==> src/alu_pkg.sv <==
// Opcodes, command and result field layout and sizes shared by the ALU coprocessor RTL and testbench
package alu_pkg;

	// Datapath and bus widths
	localparam int ALU_BYTE_W = 8;
	localparam int ALU_WORD_W = 32;
	localparam int ALU_ADR_W  = 2;
	localparam int ALU_OP_W   = 4;

	// Codes 14 and 15 are left unassigned and pass A through
	typedef enum logic [ALU_OP_W-1:0] {
		OP_ADD  = 4'd0,
		OP_ADDC = 4'd1,
		OP_SUBB = 4'd2,
		OP_AND  = 4'd3,
		OP_OR   = 4'd4,
		OP_XOR  = 4'd5,
		OP_CPL  = 4'd6,
		OP_RR   = 4'd7,
		OP_RL   = 4'd8,
		OP_RRC  = 4'd9,
		OP_RLC  = 4'd10,
		OP_SWAP = 4'd11,
		OP_DA   = 4'd12,
		OP_MUL  = 4'd13
	} alu_op_t;

	// Command word, low to high
	localparam int ALU_CMD_W      = 22;
	localparam int ALU_CMD_A_LSB  = 0;
	localparam int ALU_CMD_B_LSB  = 8;
	localparam int ALU_CMD_OP_LSB = 16;
	localparam int ALU_CMD_CY_BIT = 20;
	localparam int ALU_CMD_AC_BIT = 21;

	// Result word, low to high
	localparam int ALU_RES_W      = 20;
	localparam int ALU_RES_LO_LSB = 0;
	localparam int ALU_RES_HI_LSB = 8;
	localparam int ALU_RES_P_BIT  = 16;
	localparam int ALU_RES_OV_BIT = 17;
	localparam int ALU_RES_AC_BIT = 18;
	localparam int ALU_RES_CY_BIT = 19;

	// Word addresses on the slave port
	localparam logic [ALU_ADR_W-1:0] ALU_ADR_CMD = 2'd0;
	localparam logic [ALU_ADR_W-1:0] ALU_ADR_RES = 2'd1;

	localparam int ALU_QUEUE_DEPTH = 4;
	localparam int ALU_MUL_STEPS   = 8;

endpackage

==> src/alu_queue.sv <==
// Circular FIFO with a type-parameterized payload, instantiated for both commands and results
module alu_queue
	import alu_pkg::*;
#(
	parameter type payload_t = logic [ALU_CMD_W-1:0]
)
(
	input  logic     clk,
	input  logic     reset_n,
	input  logic     i_push,
	input  logic     i_pop,
	input  payload_t i_data,
	output payload_t o_data,
	output logic     o_full,
	output logic     o_empty
);
	localparam int PTR_W = $clog2(ALU_QUEUE_DEPTH);
	localparam int CNT_W = $clog2(ALU_QUEUE_DEPTH + 1);

	payload_t         mem [ALU_QUEUE_DEPTH];
	logic [PTR_W-1:0] wr_ptr;
	logic [PTR_W-1:0] rd_ptr;
	logic [CNT_W-1:0] count;

	// Wrap at the last entry, also for depths that are not a power of two
	function automatic logic [PTR_W-1:0] next_ptr(input logic [PTR_W-1:0] ptr);
		return (ptr == PTR_W'(ALU_QUEUE_DEPTH - 1)) ? '0 : ptr + 1'b1;
	endfunction

	always_ff @(posedge clk or negedge reset_n)
	begin
		if (!reset_n)
		begin
			wr_ptr <= '0;
			rd_ptr <= '0;
			count  <= '0;
		end
		else
		begin
			if (i_push)
				wr_ptr <= next_ptr(wr_ptr);
			if (i_pop)
				rd_ptr <= next_ptr(rd_ptr);
			case ({i_push, i_pop})
				2'b10:   count <= count + 1'b1;
				2'b01:   count <= count - 1'b1;
				default: count <= count;
			endcase
		end
	end

	always_ff @(posedge clk)
	begin
		if (i_push)
			mem[wr_ptr] <= i_data;
	end

	// Head stays visible while not empty
	assign o_data  = mem[rd_ptr];
	assign o_full  = (count == CNT_W'(ALU_QUEUE_DEPTH));
	assign o_empty = (count == '0);

endmodule

==> src/alu_bus_port.sv <==
// Wishbone classic slave that turns command writes into queue pushes and result reads into pops
module alu_bus_port
	import alu_pkg::*;
(
	input  logic                  clk,
	input  logic                  reset_n,
	input  logic                  i_wb_cyc,
	input  logic                  i_wb_stb,
	input  logic                  i_wb_we,
	input  logic [ALU_ADR_W-1:0]  i_wb_adr,
	input  logic [ALU_WORD_W-1:0] i_wb_dat,
	output logic [ALU_WORD_W-1:0] o_wb_dat,
	output logic                  o_wb_ack,
	output logic                  o_cmd_push,
	output logic [ALU_CMD_W-1:0]  o_cmd_data,
	input  logic                  i_cmd_full,
	output logic                  o_res_pop,
	input  logic [ALU_RES_W-1:0]  i_res_data,
	input  logic                  i_res_empty
);
	logic req;
	logic is_cmd;
	logic is_res;
	logic stall;
	logic accept;

	// A request is not seen again in its own ack cycle
	assign req    = i_wb_cyc && i_wb_stb && !o_wb_ack;
	assign is_cmd = (i_wb_adr == ALU_ADR_CMD);
	assign is_res = (i_wb_adr == ALU_ADR_RES);

	// Back-pressure on a full command queue or an empty result queue
	assign stall  = (i_wb_we && is_cmd && i_cmd_full) || (!i_wb_we && is_res && i_res_empty);
	assign accept = req && !stall;

	always_ff @(posedge clk or negedge reset_n)
	begin
		if (!reset_n)
		begin
			o_wb_ack   <= 1'b0;
			o_cmd_push <= 1'b0;
			o_res_pop  <= 1'b0;
		end
		else
		begin
			o_wb_ack   <= accept;
			o_cmd_push <= accept && i_wb_we && is_cmd;
			o_res_pop  <= accept && !i_wb_we && is_res;
		end
	end

	// Command and read data go out together with ack
	always_ff @(posedge clk)
	begin
		if (accept && i_wb_we && is_cmd)
			o_cmd_data <= i_wb_dat[ALU_CMD_W-1:0];
		if (accept && !i_wb_we)
			o_wb_dat <= is_res ? ALU_WORD_W'(i_res_data) : '0;
	end

endmodule

==> src/alu_shift_add_mul.sv <==
// Iterative shift-and-add byte multiplier started by a one-cycle pulse from the execution unit
module alu_shift_add_mul
	import alu_pkg::*;
(
	input  logic                    clk,
	input  logic                    reset_n,
	input  logic                    i_start,
	input  logic [ALU_BYTE_W-1:0]   i_a,
	input  logic [ALU_BYTE_W-1:0]   i_b,
	output logic                    o_done,
	output logic [2*ALU_BYTE_W-1:0] o_product
);
	localparam int STEP_W = $clog2(ALU_MUL_STEPS);

	typedef enum logic [1:0] {M_IDLE, M_SHIFT, M_DONE} mul_state_t;

	mul_state_t              state;
	logic [STEP_W-1:0]       step;
	logic [2*ALU_BYTE_W-1:0] mcand;
	logic [2*ALU_BYTE_W-1:0] acc;
	logic [ALU_BYTE_W-1:0]   mplier;

	always_ff @(posedge clk or negedge reset_n)
	begin
		if (!reset_n)
		begin
			state <= M_IDLE;
			step  <= '0;
		end
		else
		begin
			case (state)
				M_IDLE:
					if (i_start)
					begin
						state <= M_SHIFT;
						step  <= '0;
					end
				M_SHIFT:
				begin
					step <= step + 1'b1;
					if (step == STEP_W'(ALU_MUL_STEPS - 1))
						state <= M_DONE;
				end
				default:
					state <= M_IDLE;
			endcase
		end
	end

	// One multiplier bit per step, LSB first
	always_ff @(posedge clk)
	begin
		if (state == M_IDLE && i_start)
		begin
			mcand  <= (2*ALU_BYTE_W)'(i_a);
			mplier <= i_b;
			acc    <= '0;
		end
		else if (state == M_SHIFT)
		begin
			if (mplier[0])
				acc <= acc + mcand;
			mcand  <= mcand << 1;
			mplier <= mplier >> 1;
		end
	end

	assign o_done    = (state == M_DONE);
	assign o_product = acc;

endmodule

==> src/alu_exec.sv <==
// Execution unit that pops one command, computes the byte result and flags, and pushes a result
module alu_exec
	import alu_pkg::*;
(
	input  logic                 clk,
	input  logic                 reset_n,
	input  logic [ALU_CMD_W-1:0] i_cmd_data,
	input  logic                 i_cmd_empty,
	output logic                 o_cmd_pop,
	output logic                 o_res_push,
	output logic [ALU_RES_W-1:0] o_res_data,
	input  logic                 i_res_full
);
	typedef enum logic [1:0] {S_IDLE, S_EXEC, S_MUL, S_PUSH} state_t;

	state_t                  state;
	logic [ALU_CMD_W-1:0]    cmd_q;
	logic [ALU_RES_W-1:0]    res_q;
	logic [ALU_RES_W-1:0]    res_d;
	alu_op_t                 op;
	logic [ALU_BYTE_W-1:0]   a;
	logic [ALU_BYTE_W-1:0]   b;
	logic [ALU_BYTE_W-1:0]   b_eff;
	logic                    cy_in;
	logic                    ac_in;
	logic                    c_in;
	logic                    c3;
	logic                    c6;
	logic                    c7;
	logic [3:0]              sum_lo;
	logic [2:0]              sum_mid;
	logic                    sum_top;
	logic [ALU_BYTE_W:0]     da_sum;
	logic [ALU_BYTE_W-1:0]   lo;
	logic [ALU_BYTE_W-1:0]   hi;
	logic                    cy;
	logic                    ac;
	logic                    ov;
	logic                    mul_start;
	logic                    mul_done;
	logic [2*ALU_BYTE_W-1:0] mul_product;

	assign a     = cmd_q[ALU_CMD_A_LSB +: ALU_BYTE_W];
	assign b     = cmd_q[ALU_CMD_B_LSB +: ALU_BYTE_W];
	assign op    = alu_op_t'(cmd_q[ALU_CMD_OP_LSB +: ALU_OP_W]);
	assign cy_in = cmd_q[ALU_CMD_CY_BIT];
	assign ac_in = cmd_q[ALU_CMD_AC_BIT];

	// SUBB runs as A + ~B + ~cy, so carries come out as inverted borrows
	assign b_eff = (op == OP_SUBB) ? ~b : b;
	assign c_in  = (op == OP_ADDC) ? cy_in : ((op == OP_SUBB) ? ~cy_in : 1'b0);
	assign {c3, sum_lo}  = 5'(a[3:0]) + 5'(b_eff[3:0]) + 5'(c_in);
	assign {c6, sum_mid} = 4'(a[6:4]) + 4'(b_eff[6:4]) + 4'(c3);
	assign {c7, sum_top} = 2'(a[7]) + 2'(b_eff[7]) + 2'(c6);

	// Both DA corrections judged on the original nibbles
	assign da_sum = (ALU_BYTE_W+1)'(a)
		+ (((a[3:0] > 4'd9) || ac_in) ? 9'h006 : 9'h000)
		+ (((a[7:4] > 4'd9) || cy_in) ? 9'h060 : 9'h000);

	always_comb
	begin
		lo = a;
		hi = '0;
		cy = cy_in;
		ac = ac_in;
		ov = 1'b0;
		case (op)
			OP_ADD, OP_ADDC, OP_SUBB:
			begin
				lo = {sum_top, sum_mid, sum_lo};
				cy = (op == OP_SUBB) ? ~c7 : c7;
				ac = (op == OP_SUBB) ? ~c3 : c3;
				ov = c6 ^ c7;
			end
			OP_AND:  lo = a & b;
			OP_OR:   lo = a | b;
			OP_XOR:  lo = a ^ b;
			OP_CPL:  lo = ~a;
			OP_RR:   lo = {a[0], a[7:1]};
			OP_RL:   lo = {a[6:0], a[7]};
			OP_RRC:
			begin
				lo = {cy_in, a[7:1]};
				cy = a[0];
			end
			OP_RLC:
			begin
				lo = {a[6:0], cy_in};
				cy = a[7];
			end
			OP_SWAP: lo = {a[3:0], a[7:4]};
			OP_DA:
			begin
				lo = da_sum[ALU_BYTE_W-1:0];
				cy = da_sum[ALU_BYTE_W] | cy_in;
			end
			OP_MUL:
			begin
				{hi, lo} = mul_product;
				cy = 1'b0;
				ov = |mul_product[2*ALU_BYTE_W-1:ALU_BYTE_W];
			end
			default: lo = a;
		endcase
	end

	assign res_d[ALU_RES_LO_LSB +: ALU_BYTE_W] = lo;
	assign res_d[ALU_RES_HI_LSB +: ALU_BYTE_W] = hi;
	assign res_d[ALU_RES_P_BIT]  = ^lo;
	assign res_d[ALU_RES_OV_BIT] = ov;
	assign res_d[ALU_RES_AC_BIT] = ac;
	assign res_d[ALU_RES_CY_BIT] = cy;

	assign mul_start = (state == S_EXEC) && (op == OP_MUL);

	alu_shift_add_mul mul (
		.clk       (clk),
		.reset_n   (reset_n),
		.i_start   (mul_start),
		.i_a       (a),
		.i_b       (b),
		.o_done    (mul_done),
		.o_product (mul_product)
	);

	// Latch, compute, then hold until the result queue has room
	always_ff @(posedge clk or negedge reset_n)
	begin
		if (!reset_n)
			state <= S_IDLE;
		else
		begin
			case (state)
				S_IDLE:
					if (!i_cmd_empty)
						state <= S_EXEC;
				S_EXEC:
					state <= (op == OP_MUL) ? S_MUL : S_PUSH;
				S_MUL:
					if (mul_done)
						state <= S_PUSH;
				default:
					if (!i_res_full)
						state <= S_IDLE;
			endcase
		end
	end

	always_ff @(posedge clk)
	begin
		if (o_cmd_pop)
			cmd_q <= i_cmd_data;
		if ((state == S_EXEC && op != OP_MUL) || (state == S_MUL && mul_done))
			res_q <= res_d;
	end

	assign o_cmd_pop  = (state == S_IDLE) && !i_cmd_empty;
	assign o_res_push = (state == S_PUSH) && !i_res_full;
	assign o_res_data = res_q;

endmodule

==> src/alu_core_top.sv <==
// Top level wiring the bus port, the command and result queues and the execution unit
module alu_core_top
	import alu_pkg::*;
(
	input  logic                  clk,
	input  logic                  reset_n,
	input  logic                  i_wb_cyc,
	input  logic                  i_wb_stb,
	input  logic                  i_wb_we,
	input  logic [ALU_ADR_W-1:0]  i_wb_adr,
	input  logic [ALU_WORD_W-1:0] i_wb_dat,
	output logic [ALU_WORD_W-1:0] o_wb_dat,
	output logic                  o_wb_ack
);
	// Command path
	logic                 cmd_push;
	logic [ALU_CMD_W-1:0] cmd_wr_data;
	logic                 cmd_full;
	logic                 cmd_pop;
	logic [ALU_CMD_W-1:0] cmd_rd_data;
	logic                 cmd_empty;

	// Result path
	logic                 res_push;
	logic [ALU_RES_W-1:0] res_wr_data;
	logic                 res_full;
	logic                 res_pop;
	logic [ALU_RES_W-1:0] res_rd_data;
	logic                 res_empty;

	alu_bus_port bus_port (
		.clk         (clk),
		.reset_n     (reset_n),
		.i_wb_cyc    (i_wb_cyc),
		.i_wb_stb    (i_wb_stb),
		.i_wb_we     (i_wb_we),
		.i_wb_adr    (i_wb_adr),
		.i_wb_dat    (i_wb_dat),
		.o_wb_dat    (o_wb_dat),
		.o_wb_ack    (o_wb_ack),
		.o_cmd_push  (cmd_push),
		.o_cmd_data  (cmd_wr_data),
		.i_cmd_full  (cmd_full),
		.o_res_pop   (res_pop),
		.i_res_data  (res_rd_data),
		.i_res_empty (res_empty)
	);

	alu_queue #(.payload_t(logic [ALU_CMD_W-1:0])) cmd_queue (
		.clk     (clk),
		.reset_n (reset_n),
		.i_push  (cmd_push),
		.i_pop   (cmd_pop),
		.i_data  (cmd_wr_data),
		.o_data  (cmd_rd_data),
		.o_full  (cmd_full),
		.o_empty (cmd_empty)
	);

	alu_exec exec (
		.clk         (clk),
		.reset_n     (reset_n),
		.i_cmd_data  (cmd_rd_data),
		.i_cmd_empty (cmd_empty),
		.o_cmd_pop   (cmd_pop),
		.o_res_push  (res_push),
		.o_res_data  (res_wr_data),
		.i_res_full  (res_full)
	);

	alu_queue #(.payload_t(logic [ALU_RES_W-1:0])) res_queue (
		.clk     (clk),
		.reset_n (reset_n),
		.i_push  (res_push),
		.i_pop   (res_pop),
		.i_data  (res_wr_data),
		.o_data  (res_rd_data),
		.o_full  (res_full),
		.o_empty (res_empty)
	);

endmodule

==> config.mk <==
export PLATFORM = sky130hd
export DESIGN_NAME = alu_core_top
export DESIGN_NICKNAME = d
export VERILOG_FILES = /design/src/alu_pkg.sv /design/src/alu_queue.sv /design/src/alu_bus_port.sv /design/src/alu_shift_add_mul.sv /design/src/alu_exec.sv /design/src/alu_core_top.sv
export SDC_FILE = /design/constraint.sdc
export NUM_CORES = 1
export LEC_CHECK = 0
export BUFFER_PORTS_ARGS = -buffer_cell sky130_fd_sc_hd__buf_2
export CAP_MARGIN = 20
export CORE_ASPECT_RATIO = 1.75
export CORE_MARGIN = 5
export CORE_UTILIZATION = 55
export DETAILED_ROUTE_END_ITERATION = 10
export PLACE_DENSITY = 0.76
export REMOVE_ABC_BUFFERS = 1
export SYNTH_ARGS = -nofsm -noshare
export SYNTH_HDL_FRONTEND = slang
export SYNTH_SLANG_ARGS = --single-unit
export TNS_END_PERCENT = 10
==> constraint.sdc <==
create_clock -name clk -period 7.8 [get_ports clk]
set_input_delay 0.39 -clock clk [delete_from_list [all_inputs] [get_ports clk]]
set_output_delay 0.39 -clock clk [all_outputs]
set_load 0.01 [all_outputs]
==> flow_summary.ini <==
[status]
status = completed

[cells_and_area]
layout_commonest_cell = edfxtp_1
final_cell_mix = 268 x edfxtp_1, 84 x nand2_1, 58 x ha_1, 55 x o21ai_0, 49 x buf_2
antennaDiodeCount = 0
drive_gt1_frac = 0.1504
multi_input_area_um2 = 4663
nNetsFinal = 1171
area_growth_pct = 10.82
nFillCells = 1937
regArea_um2 = 9129

[route]
drc_errors = 0
antenna_left = 0
wl_per_cell_um = 19.41
num_vias = 8107
wirelength_um = 27250
drt_iter0_markers = 442
drtPass1Iterations = 5
vias_per_cell = 5.774

[worst_setup_path]
criticalPathCategory = flop to flop
reg2reg_to = exec.o_res_data[16]
startpoint_type = flop
reg2reg_slack_ns = 2.47
path_max_fanout = 40
critPathCaptureType = flop
crit_arrival_ns = 5.61
r2r_cells = 20
r2r_start = exec.cmd_q[19]
worstPathRequired_ns = 8.08

[timing]
finalMaxSlewViolations = 0
final.setup_skew_ns = 0.007635
finalSetupViolations = 0
setup_ws_ns = 2.475
finalCritPeriodShare = 0.6827
rsz0062_at_grt = no
worst_pin_slew_ns = 1.103
tns_ns = 0
slew_headroom = 0.2646
period_minus_slack_ns = 5.325
maxClockFrequency_ghz = 0.1878
hold_viol = 0

[die]
initial_core_util = 0.5524
rows = 78
pin_count = 72
core_um2 = 25760
die_h_um = 222.8
die_area_um2 = 29320
die_x_um = 131.6

[placement]
gp_congestion = 0.9532
place_ws_ns = 2.519
dp_hpwl_um = 19080
port_buffers = 49

[clocking]
cts-resized-gates = 0
clkSinkCount = 316
clkTransAtPathRegs_ns = 0.07
ctsHtreeMaxLevel = 1
cts_buffer_depth = 3
cts_buffers = 27
cts_tree = yes
cts_root_buf = clkbuf_16
clock_latency_ns = 0.54

[flow_run]
drv_cap = 0

[global_route]
grt_first_pass_wirelength_um = 44170
overflow = 0
antenna_found_initial = 0
gr-usage-all-layers = 0.1878
grt_pass1_vias = 8338
grt_start_max_net_pins = 41

[synth]
postSynthCellCount = 995
synth.distinct_cells = 67
syn_avg_cell_area_um2 = 14.30
seq_area_frac_synth = 0.6414
netlist_area_um2 = 14230
synth_edf_count = 268
synth_top_cell_by_area = edfxtp_1
async_flop_share = 0.07595
ys_warn_count = 0
synth_top_area_share = 0.5655
synth.ff_latch_count = 316
yosys-top-cells-area = edfxtp_1 57%, mux4_2 6.8%, ha_1 5.1%
ys.flop_type = edfxtp_1

[pwr]
clockPowerShare = 0.212
p_leak_nw = 5.767
combPwrFrac = 0.367
ir_worst_vdd_mv = 0.2399
switching_power_mw = 2.121
powerDensity_nw_per_um2 = 391.3
total_power_mw = 6.173
swShare = 0.3436
pwr-share-seq = 0.421
intPower_mw = 4.052

[hold_path]
min_to = bus_port.o_cmd_data[8]
whs_path_depth = 1
min_path_type = primary input to flop
hold_start = i_wb_dat[8]
==> worst max-delay path, stage by stage (launching register included) <==
cell      delay, ns
edfxtp_1       0.36
buf_4          0.27
or2_2          0.40
nor2_1         0.12
buf_4          0.19
xnor2_1        0.10
fa_1           0.44
fa_1           0.42
a21o_1         0.20
a21o_1         0.22
fa_1           0.42
inv_1          0.09
fa_1           0.43
o22ai_1        0.16
a21oi_1        0.09
nor2_1         0.20
a211oi_4       0.07
nor2_1         0.15
nor3_2         0.05
a211o_1        0.29
xnor3_1        0.36
==> through the flow <==
| step | instances | utilization | hold slack (ns) | cell area [µm²] |
|---|---|---|---|---|
| after floorplan | 952 | - | 0.09441 | 13960 |
| after global placement | 1337 | 0.5717 | 0.4229 | 14730 |
| after detailed placement | 1337 | 0.5717 | 0.4352 | 14730 |
| after CTS | 1403 | 0.6118 | 0.0006323 | 15760 |
| after global routing | 1404 | 0.6122 | 0.001915 | 15770 |
| final | 1404 | 0.6122 | 0.02195 | 15770 |
==> per-layer routing <==
| metal | vias up | global-route usage | part of all wire |
|---|---|---|---|
| met5 | - | 0 | 0 |
| li1 | 3824 | - | - |
| met3 | 69 | 0.02741 | 0.048 |
| met1 | 3972 | 0.2066 | 0.35 |
| met4 | 0 | 0.09731 | 0.050 |
| met2 | 242 | 0.3473 | 0.55 |
==> layout make-up <==
cell class                 instances  area share
sequential                       316      0.5788
clock buffer                      35     0.04474
inverter                          46     0.01095
tap                              320     0.02538
multi-input combinational        590      0.2957
timing repair buffer              84     0.03522
clock inverter                    13    0.009281
==> how the worst max path moves through the flow <==
stage                              start                   to
after global placement    exec.cmd_q[19]  exec.o_res_data[16]
after CTS                 exec.cmd_q[19]  exec.o_res_data[16]
final                     exec.cmd_q[19]  exec.o_res_data[16]
after floorplan           exec.cmd_q[19]  exec.o_res_data[16]
after global routing      exec.cmd_q[19]  exec.o_res_data[16]
after detailed placement  exec.cmd_q[19]  exec.o_res_data[16]
==> power groups by stage <==
stage / clock network (mW) / registers, mW / logic [mW]
floorplan: 0 / 2.62 / 1.61
global placement: 0 / 2.62 / 2.20
detailed placement: 0 / 2.63 / 2.25
CTS: 1.34 / 2.60 / 2.27
global route: 1.41 / 2.64 / 2.50
finish: 1.31 / 2.60 / 2.26
==> state kept, by name, summed over array words and instances, names as in the netlist, 3 cells and up <==
signal               count
res_queue.mem           80
exec.mul.mcand          16
exec.mul.step            3
res_queue.count          3
exec.mul.mplier          8
exec.o_res_data         20
bus_port.o_wb_dat       20
bus_port.o_cmd_data     22
exec.mul.o_product      16
exec.cmd_q              22
cmd_queue.count          3
cmd_queue.mem           88
==> cell usage after synthesis, types with 6 or more instances <==
library cell / n
a211oi_1: 6
a21o_1: 10
a21oi_1: 43
a22oi_1: 9
a31oi_1: 11
and2_1: 15
and3_1: 7
buf_1: 6
buf_4: 18
clkbuf_1: 22
dfrtp_1: 24
dfxtp_1: 24
edfxtp_1: 268
fa_1: 9
ha_1: 58
inv_1: 44
mux2i_1: 7
mux4_2: 43
nand2_1: 84
nand2b_1: 9
nand3_1: 14
nor2_1: 46
nor2b_1: 31
nor3_1: 16
o21ai_0: 56
xnor2_1: 22
xor2_1: 11
==> repair_timing <==
action | CTS | global route
hold buffers | 18 | 1
setup buffers | 0 | 0
hold endpoints to repair | 41 | 1
==> logic make-up after synthesis <==
group	synth area share
multiplexers	0.07692
flip-flops	0.6414
AND/OR/NAND/NOR	0.08448
AO/OA/AOI/OAI	0.07736
other	0.0002635
buffers and inverters	0.03402
adder cells (fa/ha/maj)	0.06365
XOR/XNOR	0.02189
(Power assumes the default switching activity.)
